$ cat config.mk
export PLATFORM = sky130hd
export DESIGN_NAME = hazardBypass
export DESIGN_NICKNAME = d
export VERILOG_FILES = /design/src/rtl/coreDefs.sv /design/src/rtl/hazardBypass.sv
export SDC_FILE = /design/constraint.sdc
export NUM_CORES = 1
export LEC_CHECK = 0
export ABC_AREA = 0
export BUFFER_PORTS_ARGS = -buffer_cell sky130_fd_sc_hd__buf_2
export CAP_MARGIN = 30
export CORE_AREA = 3 3 40 42
export DETAILED_ROUTE_END_ITERATION = 10
export DIE_AREA = 0 0 43 45
export GPL_TIMING_DRIVEN = 0
export PLACE_DENSITY = 0.88
export SLEW_MARGIN = 20
export SYNTH_ARGS = -nofsm -noshare
export SYNTH_HDL_FRONTEND = slang
export SYNTH_SLANG_ARGS = --single-unit
export TNS_END_PERCENT = 20
$ cat constraint.sdc
create_clock -name vclk -period 2.5
set_clock_uncertainty 0.2 [all_clocks]
set_input_delay 0.25 -clock vclk [all_inputs]
set_output_delay 0.25 -clock vclk [all_outputs]
set_load 0.02 [all_outputs]
$ cat src/rtl/coreDefs.sv
package coreDefs;

	parameter int regIdxW = 5;

	typedef enum logic [5:0] {
		opSpecial = 6'h00,
		opBeq     = 6'h04,
		opBne     = 6'h05,
		opOri     = 6'h0d,
		opLui     = 6'h0f,
		opLw      = 6'h23,
		opSw      = 6'h2b
	} opcodeT;

	typedef enum logic [5:0] {
		fnMfhi  = 6'h10,
		fnMthi  = 6'h11,
		fnMflo  = 6'h12,
		fnMtlo  = 6'h13,
		fnMultu = 6'h19,
		fnAddu  = 6'h21,
		fnSubu  = 6'h23,
		fnOr    = 6'h25
	} functT;

	typedef enum logic [2:0] {
		aluAdd   = 3'd0,
		aluSub   = 3'd1,
		aluOr    = 3'd2,
		aluLui   = 3'd3,
		aluPassA = 3'd4
	} aluOpT;

	typedef enum logic [1:0] {
		fwdNone  = 2'b00,
		fwdExMem = 2'b01,
		fwdMemWb = 2'b10
	} fwdSelT;

	// HI/LO read source, one half or a single-half write per stage
	typedef enum logic [2:0] {
		hfNone  = 3'b000,
		hfExHi  = 3'b001,
		hfExLo  = 3'b010,
		hfExOne = 3'b011,
		hfWbHi  = 3'b100,
		hfWbLo  = 3'b101,
		hfWbOne = 3'b110
	} hiLoFwdT;

	typedef enum logic [1:0] {
		selLo   = 2'b00,
		selHi   = 2'b01,
		selBoth = 2'b10
	} hlWrT;

endpackage

$ cat src/rtl/hazardBypass.sv
`timescale 1ns/1ns

module hazardBypass (
	input  logic [coreDefs::regIdxW-1:0] idExRs,
	input  logic [coreDefs::regIdxW-1:0] idExRt,
	input  logic [coreDefs::regIdxW-1:0] ifIdRs,
	input  logic [coreDefs::regIdxW-1:0] ifIdRt,
	input  logic [coreDefs::regIdxW-1:0] exMemRd,
	input  logic [coreDefs::regIdxW-1:0] memWbRd,
	input  logic                          exMemRegWr,
	input  logic                          memWbRegWr,
	input  logic                          branchOp,
	input  logic                          idExHlRdSel,
	input  logic                          exMemHlWr,
	input  coreDefs::hlWrT                exMemHlSel,
	input  logic                          memWbHlWr,
	input  coreDefs::hlWrT                memWbHlSel,
	output coreDefs::fwdSelT              exFwdA,
	output coreDefs::fwdSelT              exFwdB,
	output logic                          idFwdA,
	output logic                          idFwdB,
	output coreDefs::hiLoFwdT             hiLoFwd
);

	coreDefs::hlWrT rdHalf;
	logic exMemBoth, memWbBoth;

	function automatic coreDefs::fwdSelT exSel(input logic [coreDefs::regIdxW-1:0] src);
		if (exMemRegWr && exMemRd != '0 && exMemRd == src)
			return coreDefs::fwdExMem; // Youngest writer wins
		else if (memWbRegWr && memWbRd != '0 && memWbRd == src)
			return coreDefs::fwdMemWb;
		return coreDefs::fwdNone;
	endfunction

	always_comb begin
		exFwdA = exSel(idExRs);
		exFwdB = exSel(idExRt);
	end

	// Branch compare only sees EX/MEM, older results come through the register file
	assign idFwdA = branchOp && exMemRegWr && exMemRd != '0 && exMemRd == ifIdRs;
	assign idFwdB = branchOp && exMemRegWr && exMemRd != '0 && exMemRd == ifIdRt;

	assign rdHalf    = coreDefs::hlWrT'({1'b0, idExHlRdSel});
	assign exMemBoth = exMemHlWr && exMemHlSel == coreDefs::selBoth;
	assign memWbBoth = memWbHlWr && memWbHlSel == coreDefs::selBoth;

	always_comb begin
		if (exMemBoth && idExHlRdSel)
			hiLoFwd = coreDefs::hfExHi;
		else if (exMemBoth)
			hiLoFwd = coreDefs::hfExLo;
		else if (exMemHlWr && exMemHlSel == rdHalf)
			hiLoFwd = coreDefs::hfExOne; // MTHI/MTLO of the same half
		else if (memWbBoth && idExHlRdSel)
			hiLoFwd = coreDefs::hfWbHi;
		else if (memWbBoth)
			hiLoFwd = coreDefs::hfWbLo;
		else if (memWbHlWr && memWbHlSel == rdHalf)
			hiLoFwd = coreDefs::hfWbOne;
		else
			hiLoFwd = coreDefs::hfNone;
	end

endmodule

After elaboration in Yosys (flattened, before gate mapping):

Index checks and enable logic that the tools add are counted.
Widths: inputs -> output; s select.

* mux-type cells: 16
* equal/unequal tests: 10
* reduce and logical (&&, ||, !) cells: 18

Operators with widths (count)
* $eq 5x5->1: 6
* $mux 3: 6
* $logic_and 1x1->1: 16
* $mux 2: 6
* $reduce_bool 5->1: 2
* $eq 2x1->1: 2
* $eq 2x2->1 const B: 2
* $mux 1: 4

* output and inout bits: 9
* input bits: 40
* register bits: 0
* word-level logic and storage cells: 44

Depth between registers and ports, before layout:

Gate-level depths: netlist of run 1.

* word-level depth: 8
* gate-level depth with buffers: 5

Worst setup path after synthesis of run 1:

Ideal clock, no wire load.

* path type: input -> output
* from: input port exMemRd[4] in the netlist's numbering
* to: output port exFwdA[1]
* path slack: 119 ps
* stages on the path: 5
* arrival time: 1931 ps
* path buffers: 1
* cell sequence: buf_2 > or4_4 > o21ai_2 > nor4_1 > nor4_1

* word-level cells in the longest chain between the ends: 5
* elaborated cells between the ends (all ways): 7
* classes of those cells: eq/ne (1); mux (3); reduce/logical (3)

RTL lines
* start: declaration: line hazardBypass.sv:8 `input logic [coreDefs::regIdxW-1:0] exMemRd,`
* $reduce_bool 5->1: line hazardBypass.sv:29 `if (exMemRegWr && exMemRd != '0 && exMemRd == src)`
* $logic_and 1x1->1: line hazardBypass.sv:29
* $logic_and 1x1->1 (*): line hazardBypass.sv:29
* $mux 2 or $mux 1 (tied branches): line hazardBypass.sv:29
* $mux 2 (*): line hazardBypass.sv:33 `return coreDefs::fwdNone;`
* end: declaration: line hazardBypass.sv:18 `output coreDefs::fwdSelT exFwdA,`

Every way passes the cells marked *; elsewhere a longest branch is shown, timed or not.

Final worst setup path of run 1:

* from: input port exMemRd[0] in the netlist's numbering
* to: output port exFwdB[1]

* word-level cells in the longest chain between the ends: 5
* elaborated cells between the ends (all ways): 7
* classes of those cells: eq/ne (1); mux (3); reduce/logical (3)

RTL lines
* $reduce_bool 5->1: line hazardBypass.sv:29
* $logic_and 1x1->1: line hazardBypass.sv:29
* $logic_and 1x1->1 (*): line hazardBypass.sv:29
* $mux 2 or $mux 1 (tied branches): line hazardBypass.sv:29
* $mux 2 (*): line hazardBypass.sv:33
* end: declaration: line hazardBypass.sv:19 `output coreDefs::fwdSelT exFwdB,`

Marked as above.

==> results of run 1 <==
final timing paths:
path	start	end	slack, ns	depth (start not counted)
worst max-delay path	exMemRd[0]	exFwdB[1]	0.40	6
worst min-delay path	exMemHlWr	hiLoFwd[2]	0.60	3
where the power goes:
group	switching, mW	internal (mW)
clock	0	0
combinational	0.0659	0.0678
sequential	0	0
total	0.0659	0.0678
layout by cell type, fill, tap and decap left out:
cell type  Yosys  routed
buf_2          1      45
xnor2_1       24      24
xor2_1         9       9
nor4_1         6       6
nand3_1        5       5
a21oi_1        5       5
clkbuf_1       3       3
nor2_1         3       3
nand2_1        3       3
nor3_1         2       2
nor2b_1        2       2
nand4_1        2       2
buf_6          1       1
or4_4          1       1
o21ai_2        1       1
inv_1          1       1
nand3b_1       1       1
o21ai_0        1       1
nor3b_1        1       1
o22ai_1        1       1
o211ai_1       1       1
or4_1          1       1
kinds of logic (layout without fill, tap and decap cells):
| kind of cell | Yosys count | in the layout | synth area share, % |
|---|---|---|---|
| AO/OA/AOI/OAI | 9 | 9 | 9.98 |
| XOR/XNOR | 33 | 33 | 54.9 |
| buffers and inverters | 6 | 50 | 5.94 |
| AND/OR/NAND/NOR | 27 | 27 | 29.2 |
cell type report:
| cell class | instances | area, um2 | area share (%) |
|---|---|---|---|
| Multi-Input combinational cell | 69 | 495 | 64.7 |
| Timing Repair Buffer | 44 | 220 | 28.8 |
| Buffer | 5 | 27.5 | 3.59 |
| Tap cell | 15 | 18.8 | 2.45 |
| Inverter | 1 | 3.75 | 0.490 |
tightest hold or removal path, cell delays in order:
cell and delay (ns):
buf_2 0.10, a21oi_1 0.05, buf_2 0.15
through the flow:
step	hold WS (ns)	worst slack (ns)	instances
floorplan	0.424	0.119	75
global placement	0.596	0.423	134
detailed placement	0.597	0.394	134
CTS	0.598	0.392	134
global route	0.630	0.236	134
finish	0.596	0.401	134
layer usage:
metal  share of wire (%)  global-route usage [%]  vias up
met4                   0                       0        0
met2                  52                    32.0       36
met5                   0                       0        -
li1                    -                       -      350
met1                  38                    16.9      299
met3                 9.8                   0.398        0
==> metrics, run 1 <==
CP bufs+invs 2; Worst setup SP type primary input; pin count of the biggest net entering global routing 8; worst hold path class in2out; Cell Area, Synth 527 um2; CP peak stage delay 0.52 ns; Synthesis Warnings 0; Post-DRT Antenna Nets 0; worst-path cell chain clkbuf_1 -> or4_4 -> o21ai_2 -> nor4_1 -> nor4_1 -> buf_2; ranking of synthesized cells by area xnor2_1 40%, xor2_1 15%, nor4_1 7.1%; synthesized area per cell 7.02 um2; post-cts sizing count 0; routability cong. 0.814; GRT Resource Usage Total 14.8%; Post-Syn Instances 75; share of cells above drive strength 1 40.3%; pwr dens 175 mW/mm2; Final setup violation count 0; Slew headroom 73.6%; CTS Hold Buffers Added 0; aggregate routed wire length 1460 um; Starting Density 41.0%; vias per cell 5.11; slowest cell on the critical path or4_4; first-pass GRT wire length 2360 um; commonest cells in the netlist 24 x xnor2_1, 9 x xor2_1, 6 x nor4_1; Post-Syn Nets 115; leak pwr 0.339 nW; Slew @ Worst Pin 0.392 ns; postcts setup bufs 0; Sequential Area 0 um2; most frequent cell after synthesis xnor2_1; Final Hold Viols 0; DP Wirelength 1340 um; Power, Total 0.134 mW; vias in the first global route 624; Filler cells 108; Worst IR Drop VDD 0.0889 mV; initial antenna violation count 0; most frequent CP cell nor4_1; sequential share of the synthesized area 0%; status finished clean; area leader, netlist xnor2_1; Worst Path Required 2.05 ns; final core utilization 59.6%; unique cell type count in the Yosys netlist 22; Syn-to-layout area delta 45.4%; share of the synthesized area in the top cell type 39.9%; Slew Limit Fails 0; design area 766 um2; global route overflow 0; total number of vias 685; # DRC 0; row cnt 13; MaxCap Viol Count 0; Critical Path Fanout Max 5; I/O pin total 49; Final Net Count 161; Port Buf Inserts 44; Clock Buffer Count 0; Vert. Die Dim 45 um; fmax 476 MHz; Worst EP arrival 1.65 ns; ANT cells 0; die width 43 um; FF+latch count 0; critical path endpoint category output port; Placement Cell Area 766 um2; fin crit share 84.0%; Routed WL per cell 10.9 um; RSZ-0062 raised after global routing no; cell family with most CP delay simple AND/OR/NAND/NOR gates; setup tns final 0 ns; DR iter-0 viols 3; WS Path Type in2out; crit path time final 2.10 ns; core area 0.00128 mm2; DRT Pass-1 Iters 4; Die Area 0.00194 mm2
Note: power is estimated with default switching activity, not from simulation.
==> inputs of run 2 (changes only) <==
CORE_AREA = unset   (was 3 3 40 42)
CORE_MARGIN = 3   (was unset)
CORE_UTILIZATION = 36   (was unset)
DIE_AREA = unset   (was 0 0 43 45)
PLACE_DENSITY = 0.85   (was 0.88)
clock period = 1.9 ns   (was 2.5 ns; I/O delays follow)
==> run 2 against run 1 <==
Final area is 16% higher. Final cell count is 3.0% higher. Total power is 54% higher. Sequential share of layout area stayed put. Critical path depth stayed put. Via count is 2.8% higher. Critical path type unchanged. Critical endpoint unchanged. Largest cell class unchanged.
==> metrics, run 2 (same netlist as run 1, synthesis figures left out) <==
hold wc startpoint exMemHlWr; Slew headroom 72.1% (-1.5 points); CP peak stage delay 0.54 ns (+0.02 ns); pin count of the biggest net entering global routing 8 (unchanged); most frequent CP cell nor4_4; worst hold path class in2out; DP Wirelength 1440 um (+7.8%); Clock Buffer Count 0 (unchanged); Syn-to-layout area delta 68.2%; Final setup violation count 0 (unchanged); vias in the first global route 613 (-1.8%); critical path endpoint category output port; DR iter-0 viols 11 (+8); status finished clean; die width 44.3 um (+2.9%); RSZ-0062 raised after global routing yes; Sequential Area 0 um2 (unchanged); Die Area 0.00196 mm2 (+1.2%); hold path cells 3 (unchanged); commonest non-fill, non-tap cell in the layout buf_2; slowest cell on the critical path or4_4; ANT cells 0 (unchanged); row cnt 13 (unchanged); most frequent cells in the layout 42 x buf_2, 24 x xnor2_1, 9 x xor2_1, 6 x buf_4; global route overflow 0 (unchanged); Starting Density 39.5% (-1.5 points); I/O pin total 49 (unchanged); cell family with most CP delay simple AND/OR/NAND/NOR gates; Slew @ Worst Pin 0.417 ns (+0.0248 ns); Routed WL per cell 12.4 um (+14%); FF+latch count 0 (unchanged); Post-DRT Antenna Nets 0 (unchanged); core area 0.00133 mm2 (+3.8%); Critical Path Fanout Max 4 (-1); Worst Setup SP exMemRd[4]; final core utilization 66.4% (+6.8 points); Final Hold Viols 0 (unchanged); # DRC 0 (unchanged); DRT Pass-1 Iters 4 (unchanged); GRT Resource Usage Total 16.1% (+1.2 points); WS Path Type in2out; vias per cell 5.10 (-0.21%); Worst EP arrival 1.49 ns (-0.16 ns); worst hold margin 0.485 ns (-0.111 ns); initial antenna violation count 0 (unchanged); Vert. Die Dim 44.3 um (-1.7%); Slew Limit Fails 0 (unchanged); fmax 531 MHz; setup tns final 0 ns (unchanged); routability cong. 0.772 (-5.1%); fin crit share 99.2%; Filler cells 121 (+12%); aggregate routed wire length 1710 um (+17%); Worst setup SP type primary input; CTS Hold Buffers Added 0 (unchanged); Worst Path Required 1.51 ns (-0.54 ns); Port Buf Inserts 44 (unchanged); Hold EP hiLoFwd[2]; Worst IR Drop VDD 0.133 mV (+50%); leak pwr 0.373 nW (+9.9%); CP bufs+invs 2 (unchanged); crit path time final 1.88 ns; worst-path cell chain buf_8 -> or4_4 -> o21ai_4 -> nor4_4 -> nor4_4 -> buf_4; share of cells above drive strength 1 46.3% (+6.0 points); Final Net Count 165 (+2.5%); pwr dens 232 mW/mm2 (+33%); multi-input logic area 563 um2 (+14%); first-pass GRT wire length 2490 um (+5.6%); cell count along the critical path 6 (unchanged); MaxCap Viol Count 0 (unchanged); total number of vias 704 (+2.8%)
-- run 2: tightest hold or removal path, cell delays in order --
cell	delay, ns
buf_2	0.10
a21oi_1	0.06
buf_2	0.15
-- run 2: final cells by class --
| cell class | count | share of cell area (%) |
|---|---|---|
| Multi-Input combinational cell | 69 | 63.6 |
| Timing Repair Buffer | 48 | 29.2 |
| Buffer | 5 | 4.66 |
| Tap cell | 15 | 2.12 |
| Inverter | 1 | 0.424 |
-- run 2: routing by layer --
| layer | share of wire, % | up-vias | track usage [%] |
|---|---|---|---|
| li1 | - | 359 | - |
| met5 | 0 | - | 0 |
| met4 | 0 | 0 | 1.20 |
| met2 | 54 | 33 | 31.7 |
| met3 | 8.4 | 0 | 0.407 |
| met1 | 38 | 312 | 19.8 |
-- run 2: what timing repair did --
item	in CTS	in global routing
gates resized for setup	4	10
setup buffers	0	4
pin swaps	2	6
endpoints found under the setup margin	2	3
endpoints found under the hold margin	0	0
-- run 2: how the worst max path moves through the flow --
stage / to / slack [ns]
global route: exFwdA[0] / -0.05
finish: exFwdB[1] / 0.02
global placement: exFwdB[1] / -0.07
floorplan: exFwdB[1] / -0.04
detailed placement: exFwdB[1] / -0.13
CTS: exFwdA[1] / -0.01
-- run 2: power breakdown --
part,switching [mW],internal [mW],leakage [nW]
Sequential,0,0,0
Clock,0,0,0
Combinational,0.104,0.102,0.373
Total,0.104,0.102,0.373
-- run 2: per-stage QoR --
step	std cells	area, um2	total power, mW	setup WS [ns]
floorplan	75	569	0.112	-0.0387
finish	138	886	0.206	0.0150
global placement	134	808	0.179	-0.0693
detailed placement	134	808	0.185	-0.132
global route	138	886	0.223	-0.0476
CTS	134	822	0.188	-0.0125
