$ cat src/rtl/coreDefs.sv
package coreDefs;

	parameter int regIdxW = 5;

	typedef enum logic [5:0] {
		opSpecial = 6'h00,
		opBeq     = 6'h04,
		opBne     = 6'h05,
		opOri     = 6'h0d,
		opLui     = 6'h0f,
		opLw      = 6'h23,
		opSw      = 6'h2b
	} opcodeT;

	typedef enum logic [5:0] {
		fnMfhi  = 6'h10,
		fnMthi  = 6'h11,
		fnMflo  = 6'h12,
		fnMtlo  = 6'h13,
		fnMultu = 6'h19,
		fnAddu  = 6'h21,
		fnSubu  = 6'h23,
		fnOr    = 6'h25
	} functT;

	typedef enum logic [2:0] {
		aluAdd   = 3'd0,
		aluSub   = 3'd1,
		aluOr    = 3'd2,
		aluLui   = 3'd3,
		aluPassA = 3'd4
	} aluOpT;

	typedef enum logic [1:0] {
		fwdNone  = 2'b00,
		fwdExMem = 2'b01,
		fwdMemWb = 2'b10
	} fwdSelT;

	// HI/LO read source, one half or a single-half write per stage
	typedef enum logic [2:0] {
		hfNone  = 3'b000,
		hfExHi  = 3'b001,
		hfExLo  = 3'b010,
		hfExOne = 3'b011,
		hfWbHi  = 3'b100,
		hfWbLo  = 3'b101,
		hfWbOne = 3'b110
	} hiLoFwdT;

	typedef enum logic [1:0] {
		selLo   = 2'b00,
		selHi   = 2'b01,
		selBoth = 2'b10
	} hlWrT;

endpackage

$ cat src/rtl/hiLoUnit.sv
`timescale 1ns/1ns

module hiLoUnit (
	input  logic                clk,
	input  logic                rstN,
	input  logic                wrEn,
	input  coreDefs::hlWrT      wrSel,
	input  logic [31:0]         wrLo,
	input  logic [31:0]         wrHi,
	output logic [31:0]         hi,
	output logic [31:0]         lo
);

	logic wrHiHalf;
	logic wrLoHalf;

	assign wrHiHalf = wrEn && (wrSel == coreDefs::selHi || wrSel == coreDefs::selBoth);
	assign wrLoHalf = wrEn && (wrSel == coreDefs::selLo || wrSel == coreDefs::selBoth);

	always_ff @(posedge clk or negedge rstN) begin
		if (!rstN) begin
			hi <= '0;
			lo <= '0;
		end else begin
			if (wrHiHalf)
				hi <= wrHi; // MULTU upper word or MTHI
			if (wrLoHalf)
				lo <= wrLo; // MULTU lower word or MTLO
		end
	end

endmodule

$ cat config.mk
export PLATFORM = sky130hd
export DESIGN_NAME = hiLoUnit
export DESIGN_NICKNAME = d
export VERILOG_FILES = /design/src/rtl/coreDefs.sv /design/src/rtl/hiLoUnit.sv
export SDC_FILE = /design/constraint.sdc
export NUM_CORES = 1
export LEC_CHECK = 0
export BUFFER_PORTS_ARGS = -buffer_cell sky130_fd_sc_hd__buf_2
export CORE_MARGIN = 1.5
export CORE_UTILIZATION = 30
export DETAILED_ROUTE_END_ITERATION = 8
export MAX_ROUTING_LAYER = met4
export PLACE_DENSITY_LB_ADDON = 0.08
export SYNTH_ARGS = -nofsm -noshare
export SYNTH_HDL_FRONTEND = slang
export SYNTH_SLANG_ARGS = --single-unit
$ cat constraint.sdc
create_clock -name clk -period 1.25 [get_ports clk]
set_clock_uncertainty 0.1 [all_clocks]
set_input_delay 0.0625 -clock clk [delete_from_list [all_inputs] [get_ports clk]]
set_output_delay 0.0625 -clock clk [all_outputs]
set_load 0.1 [all_outputs]
Word level (Yosys, flattened, before mapping). Cells that the tools add are included.

Register bits after elaboration: 64. Word-level logic and storage cells: 9. Output and inout port bits: 64.

Equal/unequal tests: 2. Reductions and logical operators: 5.

Operators by type and width (number): $eq A2 B1 Y1 const B (1); $eq A2 B2 Y1 const B (1); $logic_and A1 B1 Y1 (2); $logic_not A2 Y1 (1); $logic_or A1 B1 Y1 (2).

Logic depth before layout (Yosys ltp). Gate-level depths: netlist of run 1.

Depth after elaboration: 3. Gate-level depth with buffers: 5. Mapped depth without buffers: 4.

Worst setup path before layout of run 1. Ideal clock, no wire load.

Kind: register -> register. Start: register hi[0] (netlist name). End: register hi[0]. Data required time: 1024 ps. Path slack: -110 ps. Cell stages (with the launch flop): 2. Clock period less this slack: 1360 ps. Setup time: 126 ps. Data arrival time: 1134 ps. Cells stage by stage: dfrtp_1 mux2_2.

RTL lines: to (signal assigned) (RTL line hiLoUnit.sv:26) `hi <= wrHi;`; to (decl) (RTL line hiLoUnit.sv:10) `output logic [31:0] hi,`.

Worst setup path after layout of run 1.
Start: register hi[20]. End: output hi[20].

No word-level cell between the ends.

==> results of run 1 <==
per-stage QoR:
| stage | instance area (µm²) | std cells | setup TNS, ns |
|---|---|---|---|
| global placement | 4090 | 379 | -6.58 |
| detailed placement | 4090 | 379 | -7.10 |
| CTS | 5010 | 460 | 0 |
| finish | 5010 | 460 | 0 |
| floorplan | 2750 | 140 | 0 |
| global route | 5010 | 460 | 0 |
kinds of logic (layout without fill, tap and decap cells):
family                     after synthesis  count (layout)  synth area share (%)
adders and majority gates                2               2                 0.937
DFF                                     64              64                  60.0
AOI/OAI and AO/OA                        1               1                 0.609
muxes                                   64              64                  35.4
and+or+nand+nor                          1               1                 0.234
buffers and inverters                    8             220                  2.81
cells in the final DEF (no fill, tap or decap):
| cell type | Yosys | layout |
|---|---|---|
| buf_2 | 0 | 68 |
| dlygate4sd3_1 | 0 | 66 |
| dfrtp_2 | 0 | 64 |
| mux2_4 | 60 | 60 |
| buf_12 | 0 | 39 |
| buf_4 | 0 | 30 |
| clkbuf_8 | 0 | 10 |
| mux2_2 | 4 | 4 |
| inv_1 | 2 | 2 |
| clkbuf_1 | 0 | 2 |
| o21ai_4 | 1 | 1 |
| nand2_2 | 1 | 1 |
| ha_2 | 0 | 1 |
| ha_1 | 2 | 1 |
| clkinv_2 | 0 | 1 |
| clkinvlp_4 | 0 | 1 |
| bufinv_16 | 0 | 1 |
power breakdown:
group          leakage [nW]  internal (mW)  switching (mW)
clock                0.0925          0.963           0.749
sequential            0.687           2.54           0.350
combinational          1.64           1.84            3.43
what timing repair did:
action                                  in CTS  in global routing
resized for setup                           29                  0
endpoints found under the hold margin      128                  0
hold buffers                                66                  0
endpoints found under the setup margin      29                  0
setup buffers                                0                  0
layout make-up:
type	instances	area share, %
clock buffers	12	2.89
repair buffers	203	40.0
well taps	108	2.69
flip-flops and latches	64	33.5
multi-input cells	68	19.9
clock inverters	3	0.848
inverters	2	0.150
state kept, by name, indices dropped and copies added, names as in the netlist:
name and count:
hi 32, lo 32
metal layers:
layer	routed length, µm	vias to the layer above	share of wire (%)	track usage (%)
met4	91	0	1.4	5.27
met5	0	-	0	-
li1	-	897	-	-
met1	2830	898	44	18.6
met3	374	8	5.8	4.03
met2	3140	76	49	22.6
final timing paths:
path	end	cells after the start	startpoint	slack (ns)
worst min register to register	lo[24]	1	lo[24]	0.41
max in group asynchronous	lo[13]	3	rstN	0.28
worst max register to register	lo[29]	1	lo[29]	0.34
worst max-delay path	hi[20]	1	hi[20]	0.1
worst min-delay path	lo[6]	3	rstN	0.19
min in group clk	lo[8]	4	wrEn	0.20
==> key figures, run 1 <==
Drt
  • Pre-antenna DRT Iters: 4
  • DR WL/cell: 14.0 µm
  • Final wirelength: 6440 µm
  • Vias: 1879
  • DRC: 0
  • DRT iter0 DRCs: 28
  • Mean number of vias per cell: 4.08
  • Post-route ant nets: 0

Yosys
  • Syn_nets: 211
  • Synth top area cells: dfrtp_1, mux2_4, buf_6
  • Distinct cell type count after synthesis: 8
  • Post-synth EDFFs: 0
  • FF+latch count, synth: 64
  • Mapped Area: 0.00267 mm²
  • Synth area leader: dfrtp_1
  • Top_reg_cell synth: dfrtp_1
  • Synth top area share: 60.0%
  • Commonest cells in the synthesized netlist: dfrtp_1, mux2_4, buf_6, mux2_2
  • Cell with the most instances after synthesis: dfrtp_1
  • Ys Warns: 0
  • Post-Syn Instances: 140
  • Post-Syn Area per Cell: 19.1 µm²
  • Post-synthesis sequential area ratio: 60.0%
  • Asr flop ratio synth: 100%

Critical path
  • Worst EP required: 1.09 ns
  • Setup crit end kind: output pin
  • Critical path buffer and inverter count: 1
  • Cell family with most CP delay: flip-flops
  • Crit-path max FO: 2
  • CP startpoint kind: register
  • Slowest stage delay, CP: 0.37 ns
  • WS Path Type: register to output pin
  • Slowest cell on crit path: dfrtp_2
  • Crit path DAT: 0.99 ns
  • Critical path cell sequence: buf_4

Die
  • Area of the die: 0.00948 mm²
  • Die W: 97.3 µm
  • Die Ht: 97.3 µm
  • Initial Utilization: 30.8%
  • Cell Rows: 34
  • Core region area: 0.00868 mm²
  • I/O pin count: 133

Global route
  • First-pass GRT wire length: 10500 µm
  • Largest net degree at the start of global routing: 61
  • Initial antenna violation count: 0
  • Overall Global Routing Usage: 14.7%
  • Gr ovfl total: 0
  • Vias in the first global route: 2082

Layout
  • Layout cell share with drive strength beyond 1: 79.8%
  • Area growth from synthesis to layout: 87.8%
  • Final nets: 419
  • Storage cell area: 0.00168 mm²
  • Multi-input gate area: 996 µm²
  • Core Util, Final: 57.8%
  • Filler cells: 700
  • Ant diodes: 0

STA
  • Fin worst setup slack: 0.0995 ns
  • Fmax: 869 MHz
  • Hold Fails Final Rpt: 0
  • Slew Viols, Final: 0
  • Final setup violation count: 0
  • Relative slew slack: 78.2%
  • Period utilisation layout: 92.0%
  • Min Clock Period, post-route: 1.15 ns
  • Fin Hold WS: 0.190 ns
  • RSZ-0062 raised after global routing: no
  • Worst Tran Pin Value: 0.327 ns

Clocking
  • CTS Buf Count: 9
  • Max H-tree Level: 3
  • CTS tree: yes
  • Max Root-Sink Buffers: 2
  • Clk_lat worst skew: 0.33 ns
  • Clock slew at reported path FFs: 0.07 ns
  • Root Driver: clkbuf_8
  • Clock sinks: 64

Job
  • Max-cap violations: 0

Status
  • Status: finished, final reports clean

Power
  • Worst vdd ir: 1200 µV
  • Power after layout: 9.87 mW
  • Leak: 2.42 nW
  • Pwr dens: 1970 mW/mm²

Placed design
  • GPL Wtd Cong: 0.774
  • PortBufs: 132
  • Hpwl dp: 4210 µm
  • Dpl ws: -0.149 ns

Worst hold path
  • Min-delay worst type: primary input to async pin
Note: power is estimated with default switching activity, not from simulation.
==> inputs of run 2 (changes only) <==
--- a/config.mk
+++ b/config.mk
@@ -6,7 +6,7 @@
 export NUM_CORES = 1
 export LEC_CHECK = 0
 export BUFFER_PORTS_ARGS = -buffer_cell sky130_fd_sc_hd__buf_2
-export CORE_MARGIN = 1.5
+export CORE_MARGIN = 2
 export CORE_UTILIZATION = 30
 export DETAILED_ROUTE_END_ITERATION = 8
 export MAX_ROUTING_LAYER = met4
==> run 2 against run 1 <==
Core utilization is 0.63 points higher. Clock power up 4%. Critical path depth is the same. Largest cell class unchanged. Hold slack worse by 0.0011 ns. Sequential share of layout area shrank 0.36 points.
==> key figures, run 2 (synthesis results as in run 1) <==
Die
  • Initial Utilization: 30.8% (unchanged)
  • Cell Rows: 34 (unchanged)
  • I/O pin count: 133 (unchanged)
  • Area of the die: 0.00967 mm² (+2.1%)
  • Die Ht: 98.3 µm (+1.0%)
  • Die W: 98.3 µm (+1.0%)
  • Core region area: 0.00868 mm² (unchanged)

STA
  • Hold Fails Final Rpt: 0 (unchanged)
  • Min Clock Period, post-route: 1.18 ns (+0.0266 ns)
  • Period utilisation layout: 94.2% (+2.1 points)
  • Relative slew slack: 76.8% (-1.4 points)
  • Fmax: 850 MHz (-2.3%)
  • Final setup violation count: 0 (unchanged)
  • Worst Tran Pin Value: 0.348 ns (+0.0215 ns)
  • Fin Hold WS: 0.188 ns (-0.00109 ns)
  • RSZ-0062 raised after global routing: no
  • Slew Viols, Final: 0 (unchanged)

Layout
  • Core Util, Final: 58.4% (+0.63 points)
  • Most frequent cells in the layout: buf_2, dlygate4sd3_1, dfrtp_2, mux2_4, buf_12
  • Final nets: 417 (-0.48%)
  • Layout cell share with drive strength beyond 1: 80.3% (+0.51 points)
  • Most common cell after layout, fill and taps aside: buf_2
  • Top flop regs: hi: 32 flops, lo: 32 flops
  • Ant diodes: 0 (unchanged)
  • Final cell count without fillers: 459 (-0.22%)
  • Area growth from synthesis to layout: 89.9%

Clocking
  • CTS Buf Count: 9 (unchanged)
  • Max H-tree Level: 3 (unchanged)
  • Max Root-Sink Buffers: 2 (unchanged)
  • Clock sinks: 64 (unchanged)
  • Root Driver: clkbuf_8
  • Clk_lat worst skew: 0.33 ns (about the same)
  • Clock slew at reported path FFs: 0.08 ns (about the same)
  • Post CTS Setup Buffer Count: 0 (unchanged)
  • CTS tree: yes

Global route
  • Vias in the first global route: 2101 (+0.91%)
  • Met1 GRT Util: 16.6% (-2.0 points)
  • First-pass GRT wire length: 10600 µm (+0.39%)
  • Overall Global Routing Usage: 14.4% (-0.24 points)
  • Met3 Use GR: 6.44% (+2.4 points)
  • Met2 usage: 23.1% (+0.48 points)
  • Initial antenna violation count: 0 (unchanged)
  • Gr busiest metal: met2
  • Largest net degree at the start of global routing: 65 (+6.6%)
  • Gr ovfl total: 0 (unchanged)

Critical path
  • Critical path buffer and inverter count: 1 (unchanged)
  • Reg-to-reg endpoint: lo[2]
  • Worst path depth: 1 (unchanged)
  • CP startpoint kind: register
  • Crit-path max FO: 2 (unchanged)
  • Slowest stage delay, CP: 0.39 ns (+0.02 ns)
  • Worst flop-to-flop path startpoint: lo[2]
  • Crit path DAT: 1.01 ns (+0.02 ns)
  • WS Path Type: register to output pin
  • Setup crit end kind: output pin
  • Worst EP required: 1.09 ns (about the same)
  • R2r setup slk: 0.33 ns (about the same)
  • Cell family with most CP delay: flip-flops
  • Slowest cell on crit path: dfrtp_2
  • R2r worst-path depth: 1 (unchanged)
  • Critical path cell sequence: buf_4

Placed design
  • DP Cell Count: 378 (-0.26%)
  • Hpwl dp: 4230 µm (+0.41%)
  • GPL Wtd Cong: 0.683 (-12%)
  • PortBufs: 132 (unchanged)

Drt
  • Final wirelength: 6640 µm (+3.1%)
  • Post-route ant nets: 0 (unchanged)
  • DRT iter0 DRCs: 27 (-3.6%)
  • Pre-antenna DRT Iters: 4 (unchanged)
  • DRC: 0 (unchanged)
  • Vias: 1904 (+1.3%)
  • Mean number of vias per cell: 4.15 (+1.6%)
  • DR WL/cell: 14.5 µm (+3.3%)

Power
  • Pwr dens: 1980 mW/mm² (+0.68%)
  • Worst vdd ir: 1050 µV (-13%)
  • Leak: 2.44 nW (+0.82%)

Worst hold path
  • Min-delay worst type: primary input to async pin

Status
  • Status: finished, final reports clean

Job
  • Max-cap violations: 0 (unchanged)
==> run 2: cell count changes in the layout (fill, tap and decap cells not counted) <==
| cell | before | now |
|---|---|---|
| clkinv_2 | 1 | 2 |
| buf_4 | 30 | 24 |
| dlygate4sd3_1 | 66 | 65 |
| buf_12 | 39 | 44 |
| clkinv_4 | 0 | 1 |
| clkbuf_1 | 2 | 1 |
==> run 2: timing repair <==
action | 4_1_cts | 5_1_grt
endpoints found under the setup margin | 23 | 0
hold endpoints to repair | 128 | 0
hold buffers | 65 | 0
gates resized for setup | 23 | 0
==> run 2: cell type report <==
cell class | count | area, µm²
Fill cell | 691 | 3610
Timing Repair Buffer | 201 | 2050
Sequential cell | 64 | 1680
Multi-Input combinational cell | 68 | 996
Clock buffer | 11 | 141
Tap cell | 108 | 135
Clock inverter | 5 | 56.3
Inverter | 2 | 7.51
==> run 2: per-layer routing <==
layer  up-vias  wire, µm
li1        898         -
met1       919      2710
met2        78      3330
met3         9       507
met4         0        89
met5         -         0
==> run 2: power breakdown <==
group	total, mW	switching (mW)	internal [mW]	leakage [nW]
Combinational	5.36	3.43	1.93	1.65
Clock	1.77	0.801	0.973	0.0993
Sequential	2.91	0.371	2.54	0.687
Total	10.0	4.60	5.45	2.44
==> run 2: worst max-delay path by stage <==
stage / start / to
global route: hi[16] / hi[16]
finish: hi[16] / hi[16]
detailed placement: wrSel[0] / lo[31]
global placement: wrSel[0] / lo[31]
floorplan: wrSel[0] / lo[0]
CTS: lo[26] / lo[26]
==> run 2: through the flow <==
stage	area [µm²]	TNS (ns)	total power, mW	worst slack (ns)
2_1_floorplan	2750	0	6.39	0.0240
3_3_place_gp	4160	-7.74	8.07	-0.157
3_5_place_dp	4160	-8.78	8.08	-0.191
4_1_cts	5070	0	10.2	0.0709
5_1_grt	5070	0	10.4	0.0244
6_report	5070	0	10.0	0.0729
==> inputs of run 3 (changes only) <==
==> constraint.sdc (replaced) <==
create_clock -name clk -period 1.1 [get_ports clk]
set_clock_uncertainty 0.1 [all_clocks]
set_input_delay 0.055 -clock clk [delete_from_list [all_inputs] [get_ports clk]]
set_output_delay 0.055 -clock clk [all_outputs]
set_load 0.1 [all_outputs]
==> run 3 against run 2 <==
The run now ends with setup timing left. Total power grew 20%. Die area is the same. Core utilization grew 5.8 points. Cell count grew 2.2%. Sequential power grew 21%. Cell area grew 10%. Sequential share of layout area shrank 1.5 points. Critical path type unchanged. Critical endpoint is now hi[10]. Largest power group unchanged.
==> key figures, run 3 (synthesis results as in run 1) <==
Clocking
  • Root Driver: clkbuf_8
  • Clk_lat worst skew: 0.33 ns (about the same)
  • Clock slew at reported path FFs: 0.07 ns (about the same)
  • CTS tree: yes
  • Clock sinks: 64 (unchanged)
  • CTS Buf Count: 9 (unchanged)
  • Max H-tree Level: 3 (unchanged)
  • Max Root-Sink Buffers: 2 (unchanged)

Power
  • NetSw: 5.32 mW (+16%)
  • Pwr dens: 2160 mW/mm² (+8.8%)
  • Sw Share: 44.3% (-1.5 points)
  • Clock group share of total power: 15.7% (-2.0 points)
  • Internal power: 6.70 mW (+23%)
  • Gate power share: 55.2% (+1.8 points)
  • Leak: 2.61 nW (+7.2%)
  • Power after layout: 12.0 mW (+20%)
  • Worst vdd ir: 1040 µV (-1.6%)
  • Sequential power share: 29.2% (+0.2 points)

Critical path
  • R2r setup slk: 0.02 ns (-0.31 ns)
  • R2r worst-path depth: 2 (+1)
  • Critical path buffer and inverter count: 1 (unchanged)
  • Cell family with most CP delay: flip-flops
  • Worst EP required: 0.94 ns (-0.15 ns)
  • Critical path cell sequence: buf_12
  • Reg-to-reg endpoint: hi[20]
  • Worst flop-to-flop path startpoint: hi[20]
  • Slowest cell on crit path: dfrtp_4
  • CP startpoint kind: register
  • Crit path DAT: 1.01 ns (about the same)
  • WS Path Type: register to output pin
  • Crit-path max FO: 2 (unchanged)
  • Slowest stage delay, CP: 0.50 ns (+0.11 ns)
  • Setup crit end kind: output pin

Die
  • Initial Utilization: 30.8% (unchanged)
  • Area of the die: 0.00967 mm² (unchanged)
  • Die Ht: 98.3 µm (unchanged)
  • Core region area: 0.00868 mm² (unchanged)
  • I/O pin count: 133 (unchanged)
  • Die W: 98.3 µm (unchanged)
  • Cell Rows: 34 (unchanged)

Drt
  • DRC: 0 (unchanged)
  • DR WL/cell: 14.8 µm (+2.0%)
  • Final wirelength: 6920 µm (+4.3%)
  • DRT iter0 DRCs: 47 (+74%)
  • Post-route ant nets: 0 (unchanged)
  • Mean number of vias per cell: 4.12 (-0.59%)
  • Pre-antenna DRT Iters: 3 (-1)
  • Vias: 1934 (+1.6%)

Global route
  • Vias in the first global route: 2183 (+3.9%)
  • Overall Global Routing Usage: 15.6% (+1.1 points)
  • Gr busiest metal: met2
  • First-pass GRT wire length: 11300 µm (+7.3%)
  • Initial antenna violation count: 0 (unchanged)
  • Met2 usage: 23.2% (+0.10 points)
  • Largest net degree at the start of global routing: 30 (-54%)
  • Met3 Use GR: 4.72% (-1.7 points)
  • Gr ovfl total: 0 (unchanged)
  • Met1 GRT Util: 20.3% (+3.7 points)

Worst hold path
  • Min-delay worst type: primary input to async pin

STA
  • RSZ-0062 raised after global routing: yes
  • Hold Fails Final Rpt: 0 (unchanged)
  • Fmax: 860 MHz
  • Period utilisation layout: 106%
  • Relative slew slack: 80.8% (+4.1 points)
  • Fin worst setup slack: -0.0630 ns (-0.136 ns)
  • Final setup violation count: 33 (+33)
  • Min Clock Period, post-route: 1.16 ns
  • Worst Tran Pin Value: 0.287 ns (-0.0611 ns)
  • Slew Viols, Final: 0 (unchanged)
  • Setup TNS: -1.63 ns (-1.63 ns)

Layout
  • Storage cell area: 0.00176 mm² (+4.9%)
  • Ant diodes: 0 (unchanged)
  • Multi-input gate area: 0.00103 mm² (+3.9%)
  • Most frequent cells in the layout: buf_2, buf_12, dlygate4sd3_1, mux2_4, dfrtp_4
  • Area growth from synthesis to layout: 109%
  • Top flop regs: hi: 32 flops, lo: 32 flops
  • Filler cells: 615 (-11%)
  • Layout cell share with drive strength beyond 1: 81.4% (+1.1 points)
  • Final nets: 427 (+2.4%)

Placed design
  • Hpwl dp: 4660 µm (+10%)
  • GPL Wtd Cong: 0.677 (-0.76%)
  • PortBufs: 132 (unchanged)

Status
  • Failing checks: setup timing
  • Status: finished, violations left

Job
  • Max-cap violations: 0 (unchanged)
run 3: final cells by class:
type / instances / share of cell area (%)
timing repair buffer: 211 / 43.6
sequential: 64 / 31.6
multi-input combinational: 68 / 18.6
clock buffer: 14 / 3.10
tap: 108 / 2.42
inverter: 2 / 0.449
clock inverter: 2 / 0.224
run 3: worst max path at each step:
stage	startpoint	end	cells after the start
after floorplan	wrSel[0]	lo[0]	5
after global placement	wrSel[0]	lo[3]	6
after detailed placement	wrSel[0]	lo[2]	6
after CTS	hi[10]	hi[10]	1
after global routing	hi[12]	hi[12]	1
final	hi[10]	hi[10]	1
run 3: power by group through the flow:
stage | sequential (mW) | clock, mW | combinational (mW)
after detailed placement | 3.55 | 0 | 6.42
after global routing | 3.57 | 2.08 | 6.79
after global placement | 3.54 | 0 | 6.39
after floorplan | 6.61 | 0 | 0.824
final | 3.51 | 1.88 | 6.63
after CTS | 3.51 | 1.95 | 6.63
run 3: metrics by stage:
step | instance area (µm²) | utilization, % | cells | hold WS [ns] | setup WS [ns]
6_report | 5580 | 64.2 | 469 | 0.0283 | -0.0630
5_1_grt | 5580 | 64.2 | 469 | 0.0357 | -0.105
4_1_cts | 5540 | 63.9 | 465 | 0.0218 | -0.0805
3_5_place_dp | 4690 | 54.1 | 382 | -0.149 | -0.284
3_3_place_gp | 4690 | 54.1 | 382 | -0.151 | -0.268
2_1_floorplan | 2900 | - | 140 | -0.341 | -0.0681
run 3: timing repair:
| item | 4_1_cts | 5_1_grt |
|---|---|---|
| hold endpoints to repair | 128 | 0 |
| setup endpoints to repair | 57 | 65 |
| gates resized for setup | 0 | 1 |
| hold buffers | 65 | 0 |
| buffers inserted | 2 | 4 |
run 3: worst register-to-register path, stage by stage, from the launching register on:
cell	delay, ns
dfrtp_4	0.49
buf_4	0.14
mux2_4	0.24
run 3: routing by layer:
| metal | vias to the layer above | wire length, µm |
|---|---|---|
| met5 | - | 0 |
| met4 | 0 | 68 |
| met3 | 7 | 435 |
| met2 | 81 | 3260 |
| met1 | 928 | 3160 |
| li1 | 918 | - |
